**config.mk**
```make
export PLATFORM = sky130hd
export DESIGN_NAME = trivium_cipher
export DESIGN_NICKNAME = d
export VERILOG_FILES = /design/src/trivium_pkg.sv /design/src/trivium_cipher.sv /design/src/trivium_core.sv /design/src/trivium_ctrl.sv
export SDC_FILE = /design/constraint.sdc
export NUM_CORES = 1
export LEC_CHECK = 0
export ABC_AREA = 1
export ABC_CLOCK_PERIOD_IN_PS = 15300
export BUFFER_PORTS_ARGS = -buffer_cell sky130_fd_sc_hd__buf_2
export CAP_MARGIN = 0
export CORE_MARGIN = 5
export CORE_UTILIZATION = 29
export DETAILED_ROUTE_END_ITERATION = 10
export GPL_TIMING_DRIVEN = 0
export PLACE_DENSITY = 0.53
export SLEW_MARGIN = 10
export SYNTH_ARGS = -nofsm -noshare
export SYNTH_HDL_FRONTEND = slang
export SYNTH_SLANG_ARGS = --single-unit
```
**constraint.sdc**
```tcl
create_clock -name clk -period 15.3 [get_ports clk]
set_clock_uncertainty 0.2 [all_clocks]
set_input_delay 3.06 -clock clk [delete_from_list [all_inputs] [get_ports clk]]
set_output_delay 3.06 -clock clk [all_outputs]
set_load 0.01 [all_outputs]
```
**src/trivium_pkg.sv**
```systemverilog
`default_nettype none

package trivium_pkg;

    localparam int KEY_WIDTH   = 80;
    localparam int IV_WIDTH    = 80;
    localparam int STATE_WIDTH = 288;
    localparam int STEP_BITS   = 8;     // Rounds per clock, also byte width

    localparam int INIT_ROUNDS    = 1152;
    localparam int WARMUP_CYCLES  = INIT_ROUNDS / STEP_BITS;
    localparam int WARM_CNT_WIDTH = $clog2(WARMUP_CYCLES);

    // First bit of registers B and C, numbered s1..s288
    localparam int B_START = 94;
    localparam int C_START = 178;

    // Round taps, numbered s1..s288
    localparam int A_OUT  = 66;
    localparam int A_END  = 93;
    localparam int A_AND0 = 91;
    localparam int A_AND1 = 92;
    localparam int A_FB   = 171;

    localparam int B_OUT  = 162;
    localparam int B_END  = 177;
    localparam int B_AND0 = 175;
    localparam int B_AND1 = 176;
    localparam int B_FB   = 264;

    localparam int C_OUT  = 243;
    localparam int C_END  = 288;
    localparam int C_AND0 = 286;
    localparam int C_AND1 = 287;
    localparam int C_FB   = 69;

    typedef enum logic [1:0] {
        OP_HOLD = 2'd0,
        OP_LOAD = 2'd1,
        OP_WARM = 2'd2,
        OP_GEN  = 2'd3
    } core_op_t;

    typedef enum logic [1:0] {
        ST_IDLE  = 2'd0,
        ST_WARM  = 2'd1,
        ST_READY = 2'd2
    } ctrl_state_t;

endpackage

`default_nettype wire
```
**src/trivium_cipher.sv**
```systemverilog
`default_nettype none

module trivium_cipher
    import trivium_pkg::*;
(
    input  wire logic                 clk,
    input  wire logic                 rst,
    input  wire logic                 start,
    input  wire logic [KEY_WIDTH-1:0] key,
    input  wire logic [IV_WIDTH-1:0]  iv,
    input  wire logic                 data_valid,
    input  wire logic [STEP_BITS-1:0] data_in,
    output logic                      ready,
    output logic                      out_valid,
    output logic      [STEP_BITS-1:0] data_out
);

    core_op_t             op;
    logic [STEP_BITS-1:0] ks_byte;

    trivium_ctrl ctrl_i (
        .clk        (clk),
        .rst        (rst),
        .start      (start),
        .data_valid (data_valid),
        .data_in    (data_in),
        .ks_byte    (ks_byte),
        .op         (op),
        .ready      (ready),
        .out_valid  (out_valid),
        .data_out   (data_out)
    );

    trivium_core core_i (
        .clk     (clk),
        .rst     (rst),
        .op      (op),
        .key     (key),
        .iv      (iv),
        .ks_byte (ks_byte)
    );

    // A start reloads the core and drops ready with no output on the next cycle
    a_start_restarts: assert property (
        @(posedge clk) disable iff (rst)
        start |=> (ctrl_i.state_q == ST_WARM) && !ready && !out_valid
    );

endmodule

`default_nettype wire

```
**src/trivium_core.sv**
```systemverilog
`default_nettype none

module trivium_core
    import trivium_pkg::*;
(
    input  wire logic                 clk,
    input  wire logic                 rst,
    input  wire core_op_t             op,
    input  wire logic [KEY_WIDTH-1:0] key,
    input  wire logic [IV_WIDTH-1:0]  iv,
    output logic      [STEP_BITS-1:0] ks_byte
);

    logic [STATE_WIDTH-1:0] state_q;
    logic [STATE_WIDTH-1:0] load_state;
    logic [STATE_WIDTH-1:0] step_state;
    logic                   loaded;

    // Bit n of the published s1..s288 numbering
    function automatic logic sbit(input logic [STATE_WIDTH-1:0] st, input int n);
        return st[n-1];
    endfunction

    always_comb begin
        load_state                     = '0;
        load_state[KEY_WIDTH-1:0]      = key;           // s1..s80
        load_state[B_START-1 +: IV_WIDTH] = iv;         // s94..s173
        load_state[STATE_WIDTH-1 -: 3] = 3'b111;        // s286..s288
    end

    // Eight rounds unrolled, ks bit 0 is the first round
    always_comb begin
        logic [STATE_WIDTH-1:0] rnd;
        logic                   ta;
        logic                   tb;
        logic                   tc;

        rnd = state_q;
        ks_byte = '0;
        for (int r = 0; r < STEP_BITS; r++) begin
            ta = sbit(rnd, A_OUT) ^ sbit(rnd, A_END);
            tb = sbit(rnd, B_OUT) ^ sbit(rnd, B_END);
            tc = sbit(rnd, C_OUT) ^ sbit(rnd, C_END);

            ks_byte[r] = ta ^ tb ^ tc;

            ta = ta ^ (sbit(rnd, A_AND0) & sbit(rnd, A_AND1)) ^ sbit(rnd, A_FB);
            tb = tb ^ (sbit(rnd, B_AND0) & sbit(rnd, B_AND1)) ^ sbit(rnd, B_FB);
            tc = tc ^ (sbit(rnd, C_AND0) & sbit(rnd, C_AND1)) ^ sbit(rnd, C_FB);

            // Each register shifts by one, feedback enters at its head
            rnd = {rnd[STATE_WIDTH-2:C_START-1], tb,
                   rnd[C_START-3:B_START-1], ta,
                   rnd[B_START-3:0], tc};
        end
        step_state = rnd;
    end

    always_ff @(posedge clk) begin
        case (op)
            OP_LOAD: state_q <= load_state;
            OP_WARM: state_q <= step_state;
            OP_GEN:  state_q <= step_state;
            OP_HOLD: state_q <= state_q;
            default: state_q <= state_q;
        endcase
    end

    always_ff @(posedge clk) begin
        if (rst) begin
            loaded <= 1'b0;
        end else if (op == OP_LOAD) begin
            loaded <= 1'b1;
        end
    end

    // The C register tail is loaded with ones, so a dead state means a broken update
    a_state_alive: assert property (
        @(posedge clk) disable iff (rst)
        loaded |-> state_q != '0
    );

endmodule

`default_nettype wire

```
**src/trivium_ctrl.sv**
```systemverilog
`default_nettype none

module trivium_ctrl
    import trivium_pkg::*;
(
    input  wire logic                 clk,
    input  wire logic                 rst,
    input  wire logic                 start,
    input  wire logic                 data_valid,
    input  wire logic [STEP_BITS-1:0] data_in,
    input  wire logic [STEP_BITS-1:0] ks_byte,
    output core_op_t                  op,
    output logic                      ready,
    output logic                      out_valid,
    output logic      [STEP_BITS-1:0] data_out
);

    ctrl_state_t               state_q;
    logic [WARM_CNT_WIDTH-1:0] warm_cnt;
    logic                      accept;

    assign ready  = (state_q == ST_READY);
    assign accept = ready && data_valid && !start;      // Start wins

    always_comb begin
        if (start) begin
            op = OP_LOAD;
        end else if (state_q == ST_WARM) begin
            op = OP_WARM;
        end else if (accept) begin
            op = OP_GEN;
        end else begin
            op = OP_HOLD;
        end
    end

    always_ff @(posedge clk) begin
        if (rst) begin
            state_q  <= ST_IDLE;
            warm_cnt <= '0;
        end else if (start) begin
            state_q  <= ST_WARM;                        // Restart from any state
            warm_cnt <= '0;
        end else begin
            case (state_q)
                ST_WARM: begin
                    if (warm_cnt == WARM_CNT_WIDTH'(WARMUP_CYCLES - 1)) begin
                        state_q  <= ST_READY;
                        warm_cnt <= '0;
                    end else begin
                        warm_cnt <= warm_cnt + 1'b1;
                    end
                end
                ST_READY: state_q <= ST_READY;
                ST_IDLE:  state_q <= ST_IDLE;
                default:  state_q <= ST_IDLE;
            endcase
        end
    end

    always_ff @(posedge clk) begin
        if (rst) begin
            out_valid <= 1'b0;
            data_out  <= '0;
        end else begin
            out_valid <= accept;
            if (accept) begin
                data_out <= data_in ^ ks_byte;          // Pre-step keystream
            end
        end
    end

    a_warm_cnt_range: assert property (
        @(posedge clk) disable iff (rst)
        warm_cnt < WARMUP_CYCLES
    );

    // Every output byte stands for one keystream step taken in ready
    a_out_after_accept: assert property (
        @(posedge clk) disable iff (rst)
        out_valid |-> ready && $past(op == OP_GEN)
    );

endmodule

`default_nettype wire

```
# After elaboration in Yosys (flattened, before gate mapping)
# Cells that the tools add are included.
dict set report classes {
  n_addsub 1
  mul 0
  div_mod_pow 0
  order_cmp 0
  n_eq_ne 8
  shift 0
  mux 8
  bitwise 113
  reduce_logical 6
}
# cell count
set ops {}
lappend ops {{288-bit case mux with 2 select lines} 1}
lappend ops {{1-bit bitwise XOR} 88}
lappend ops {{1-bit bitwise AND} 24}
lappend ops {{8-bit by 1-bit adder with 8-bit output (second input constant)} 1}
lappend ops {{8-bit == test (second input constant)} 1}
lappend ops {{2-bit 2-to-1 mux} 4}
lappend ops {{8-bit 2-to-1 mux} 1}
lappend ops {{8-bit bitwise XOR} 1}
lappend ops {{2-bit == test (second input constant)} 3}
lappend ops {{2-bit by 1-bit == test with 1-bit output (second input constant)} 2}
lappend ops {{2-bit case mux with 2 select lines} 1}
lappend ops {{2-bit OR reduction} 2}
lappend ops {{3-bit != test (second input constant)} 1}
lappend ops {{1-bit logical AND} 2}
lappend ops {{2-bit zero test} 1}
lappend ops {{2-bit != test (second input constant)} 1}
lappend ops {{1-bit zero test} 1}
lappend ops {{1-bit 2-to-1 mux} 1}
dict set report totals {
  ff_bits 307
  latchBits 0
  mem_bits_rw 0
  rom_bits 0
  input_bits 172
  memories 0
}

# Logic depth before layout (Yosys ltp)
dict set report depth {
  ltp_word 9
  ltp_mapped 11
  mapped_depth_nobuf 9
}

# Cells and area by module
# Synthesis repeated with hierarchy kept, for this count alone.
dict set report hier_totals {
  hier_cells 1562
  area_unflattened_um2 14177.3
}
# module n_inst cells_per_inst area_per_inst_um2
set modules_own_cells {}
lappend modules_own_cells {trivium_core 1 1440 13251.5}
lappend modules_own_cells {trivium_ctrl 1 122 925.9}

# Worst setup path after synthesis
# No wires, ideal clock.
dict set report synth_path {
  kind {input port to flip-flop}
  from {input port data_valid}
  to {register core_i.state_q[0], enable pin}
  arrival_ps 9637
  required_time_ps 12215
  slack_ps 2578
  cell_stages 2
  cell_sequence {nand2_1 -> nand3_1}
}
dict set report synth_between {
  elab_chain_cells 6
}
# item line_no
set synth_lines {}
lappend synth_lines {{from (decl)} trivium_cipher.sv:11} ;# input wire logic data_valid,
lappend synth_lines {{1-bit logical AND (2 in a row)} trivium_ctrl.sv:23} ;# assign accept = ready && data_valid && !start;
lappend synth_lines {{2-bit 2-to-1 mux} trivium_ctrl.sv:30} ;# end else if (accept) begin
lappend synth_lines {{2-bit 2-to-1 mux} trivium_ctrl.sv:28} ;# end else if (state_q == ST_WARM) begin
lappend synth_lines {{2-bit 2-to-1 mux} trivium_ctrl.sv:26} ;# if (start) begin
lappend synth_lines {{2-bit zero test} trivium_core.sv:60} ;# case (op)
lappend synth_lines {{to (signal assigned)} trivium_core.sv:61} ;# OP_LOAD: state_q <= load_state;
lappend synth_lines {{to (signal assigned)} trivium_core.sv:62} ;# OP_WARM: state_q <= step_state;
lappend synth_lines {{to (signal assigned)} trivium_core.sv:63} ;# OP_GEN: state_q <= step_state;
lappend synth_lines {{to (decl)} trivium_core.sv:14} ;# logic [STATE_WIDTH-1:0] state_q;
# Every way passes these cells.
# A chain may end at the register's enable or synchronous reset.

# Final worst setup path
dict set report layout_path {
  from {input port data_valid}
  to {register core_i.state_q[21], enable pin}
}
# The elaborated chain is that of the path after synthesis.

==> impl_metrics.yaml <==
cells_and_area:
  seqCellArea_sq_um: 9030
  areaGrowthSynthToFinish_pct: 19.8
  final_common_cell: "nand2_1"
  layout-drive-gt1-share: 0.199
  multi_input_area_sq_um: 4110
  fin_util: 0.350
  fin_nets: 1886
  antenna_cells: 0
  layout_common_cells: "639 x nand2_1, 288 x edfxtp_1, 200 x buf_2"
  n_fill_cell: 5022
floorplanning:
  ios: 182
  die_area_sq_um: 53700
  initial_core_util: 0.292
  core.rowCount: 81
  die_y_um: 232
  dieWidth_um: 232
  core_area_sq_um: 48700
route:
  ant_nets: 0
  firstDrtPassIters: 5
  routed_wl_um: 37300
  vias: 10300
  drt_iter0_markers: 762
  drt-wirelength-per-cell_um: 15.6
  route.detailed.drc: 0
  via_per_inst: 4.30
critical_path:
  crit_top_cell: "buf_16"
  required_ns: 15.35
  crit_path_cell_trace: "buf_2, nand2_1, nand3_4, buf_16, buf_16, buf_12, buf_16"
  cp-end-kind: "register"
  path_max_fanout: 52
  critPathMaxStageDelay_ns: 0.33
  slowest_stage: "nand3_4"
  cp-start-kind: "input pin"
  critPathKind: "input pin to register"
  critPathArrivalTime_ns: 4.84
global_routing:
  grt_pass1_vias: 10100
  met1_usage: 0.196
  antenna_found_initial: 6
  grt_pass1_wl_um: 56500
  grt_use_total: 0.135
  met2_usage: 0.211
  grt_max_degree: 53
  busiest_layer: "met2"
  met3_usage: 0.0278
  grt_overflow: 0
min_path:
  hold_path_class: "register to register"
synth:
  avgSynthCellArea_sq_um: 9.55
  syn_area_sq_um: 14200
  ys_seq_area_frac: 0.634
  ys_warn_count: 0
  synth_seq_cells: 307
  synth_cell_types: 19
  synth.net_count: 1667
  syn_inst: 1492
clock_tree:
  worstSkewPairLatency_ns: 0.58
  cts_tree: "done"
  cts_buffers: 31
  post_cts_buffers: 0
  clkTransAtPathRegs_ns: 0.06
  holdBufCountCts: 0
  clockBufferDepth: 3
  h-tree-depth: 1
  ctsResizeCount: 0
  clockRootBuffer: "clkbuf_16"
  clkSinkCount: 307
placement:
  hpwlAfterDp_um: 27800
  portBuffers: 180
  gp_congestion: 0.843
timing:
  slew_violations: 0
  slew_headroom: 0.571
  fmax_mhz: 209
  tightest_slew_ns: 0.643
  setup_viol: 0
  period_needed_ns: 4.79
  hold_ws_ns: 0.296
  period_share: 0.313
  hold_viol: 0
  setup_tns_ns: 0
  rsz0062_at_grt: "no"
power:
  finalPower_w: 0.00199
  irDropWorstVdd_uv: 91.0
  powerDensity_nw_per_um2: 117
  leakage_nw: 7.69
run_status:
  outcome: "finished clean"
run:
  drv_cap: 0
per-layer routing:
metal,wire length (um),vias up
met2,16100,292
met1,17700,4819
met3,2650,54
met5,62,-
li1,-,5114
met4,768,10
flip-flops by register name, indices dropped and copies added, names as in the netlist:
signal and flops:
ctrl_i.out_valid 1, ctrl_i.state_q 2, ctrl_i.warm_cnt 8, ctrl_i.data_out 8, core_i.state_q 288
synthesized netlist by cell type, drive strengths merged:
cell | count | share of area
dfxtp | 19 | 0.027
a21oi | 13 | 0.0054
edfxtp | 288 | 0.61
nand3 | 38 | 0.013
buf | 44 | 0.026
ha | 3 | 0.0026
or2 | 3 | 0.0013
o21ai | 47 | 0.017
xnor2 | 2 | 0.0012
clkbuf | 8 | 0.0021
inv | 194 | 0.051
xor2 | 42 | 0.026
nand2 | 639 | 0.17
nor2 | 152 | 0.053
power breakdown:
| group | switching, W | internal [W] |
|---|---|---|
| clock network | 0.000318 | 0.000402 |
| registers | 0.0000305 | 0.00101 |
| logic | 0.000155 | 0.0000788 |
| total | 0.000504 | 0.00149 |
final timing paths:
check | start | slack (ns) | cells past startpoint | to
setup / recovery | data_valid | 10.51 | 7 | core_i.state_q[21]$_DFFE_PP_
hold / removal | ctrl_i.warm_cnt[1]$_SDFFE_PP0N_ | 0.30 | 2 | ctrl_i.warm_cnt[1]$_SDFFE_PP0N_
setup reg to reg | ctrl_i.state_q[0]$_SDFFE_PP0P_ | 12.48 | 8 | core_i.state_q[21]$_DFFE_PP_
hold reg to reg | ctrl_i.warm_cnt[1]$_SDFFE_PP0N_ | 0.30 | 2 | ctrl_i.warm_cnt[1]$_SDFFE_PP0N_
worst max-delay path: cells and delay by family:
kind                   cells  cell delay (ns)
buffers and inverters      5             1.20
AND/OR/NAND/NOR            2             0.50
kinds of logic after synthesis:
family	count (synthesis)	share of synthesized area
DFF	307	0.634
adders and majority gates	3	0.00263
and+or+nand+nor	832	0.236
xor gates and xnor gates	44	0.0270
buffers and inverters	246	0.0789
AOI/OAI and AO/OA	60	0.0219
final cells by class:
class                           count  area share
Multi-Input combinational cell    939       0.241
Timing Repair Buffer              186      0.0620
Sequential cell                   307       0.529
Buffer                             52      0.0232
Inverter                          194      0.0427
Clock buffer                       39      0.0472
Tap cell                          664      0.0487
Clock inverter                     14     0.00674
per-stage QoR:
stage	setup slack [ns]	area (sq um)	instances
after global routing	10.38	17100	2395
final	10.51	17100	2395
after floorplan	2.58	14200	1492
after global placement	-1.75	16000	2336
after detailed placement	9.90	16200	2342
after CTS	10.52	17100	2395
(Power assumes the default switching activity.)
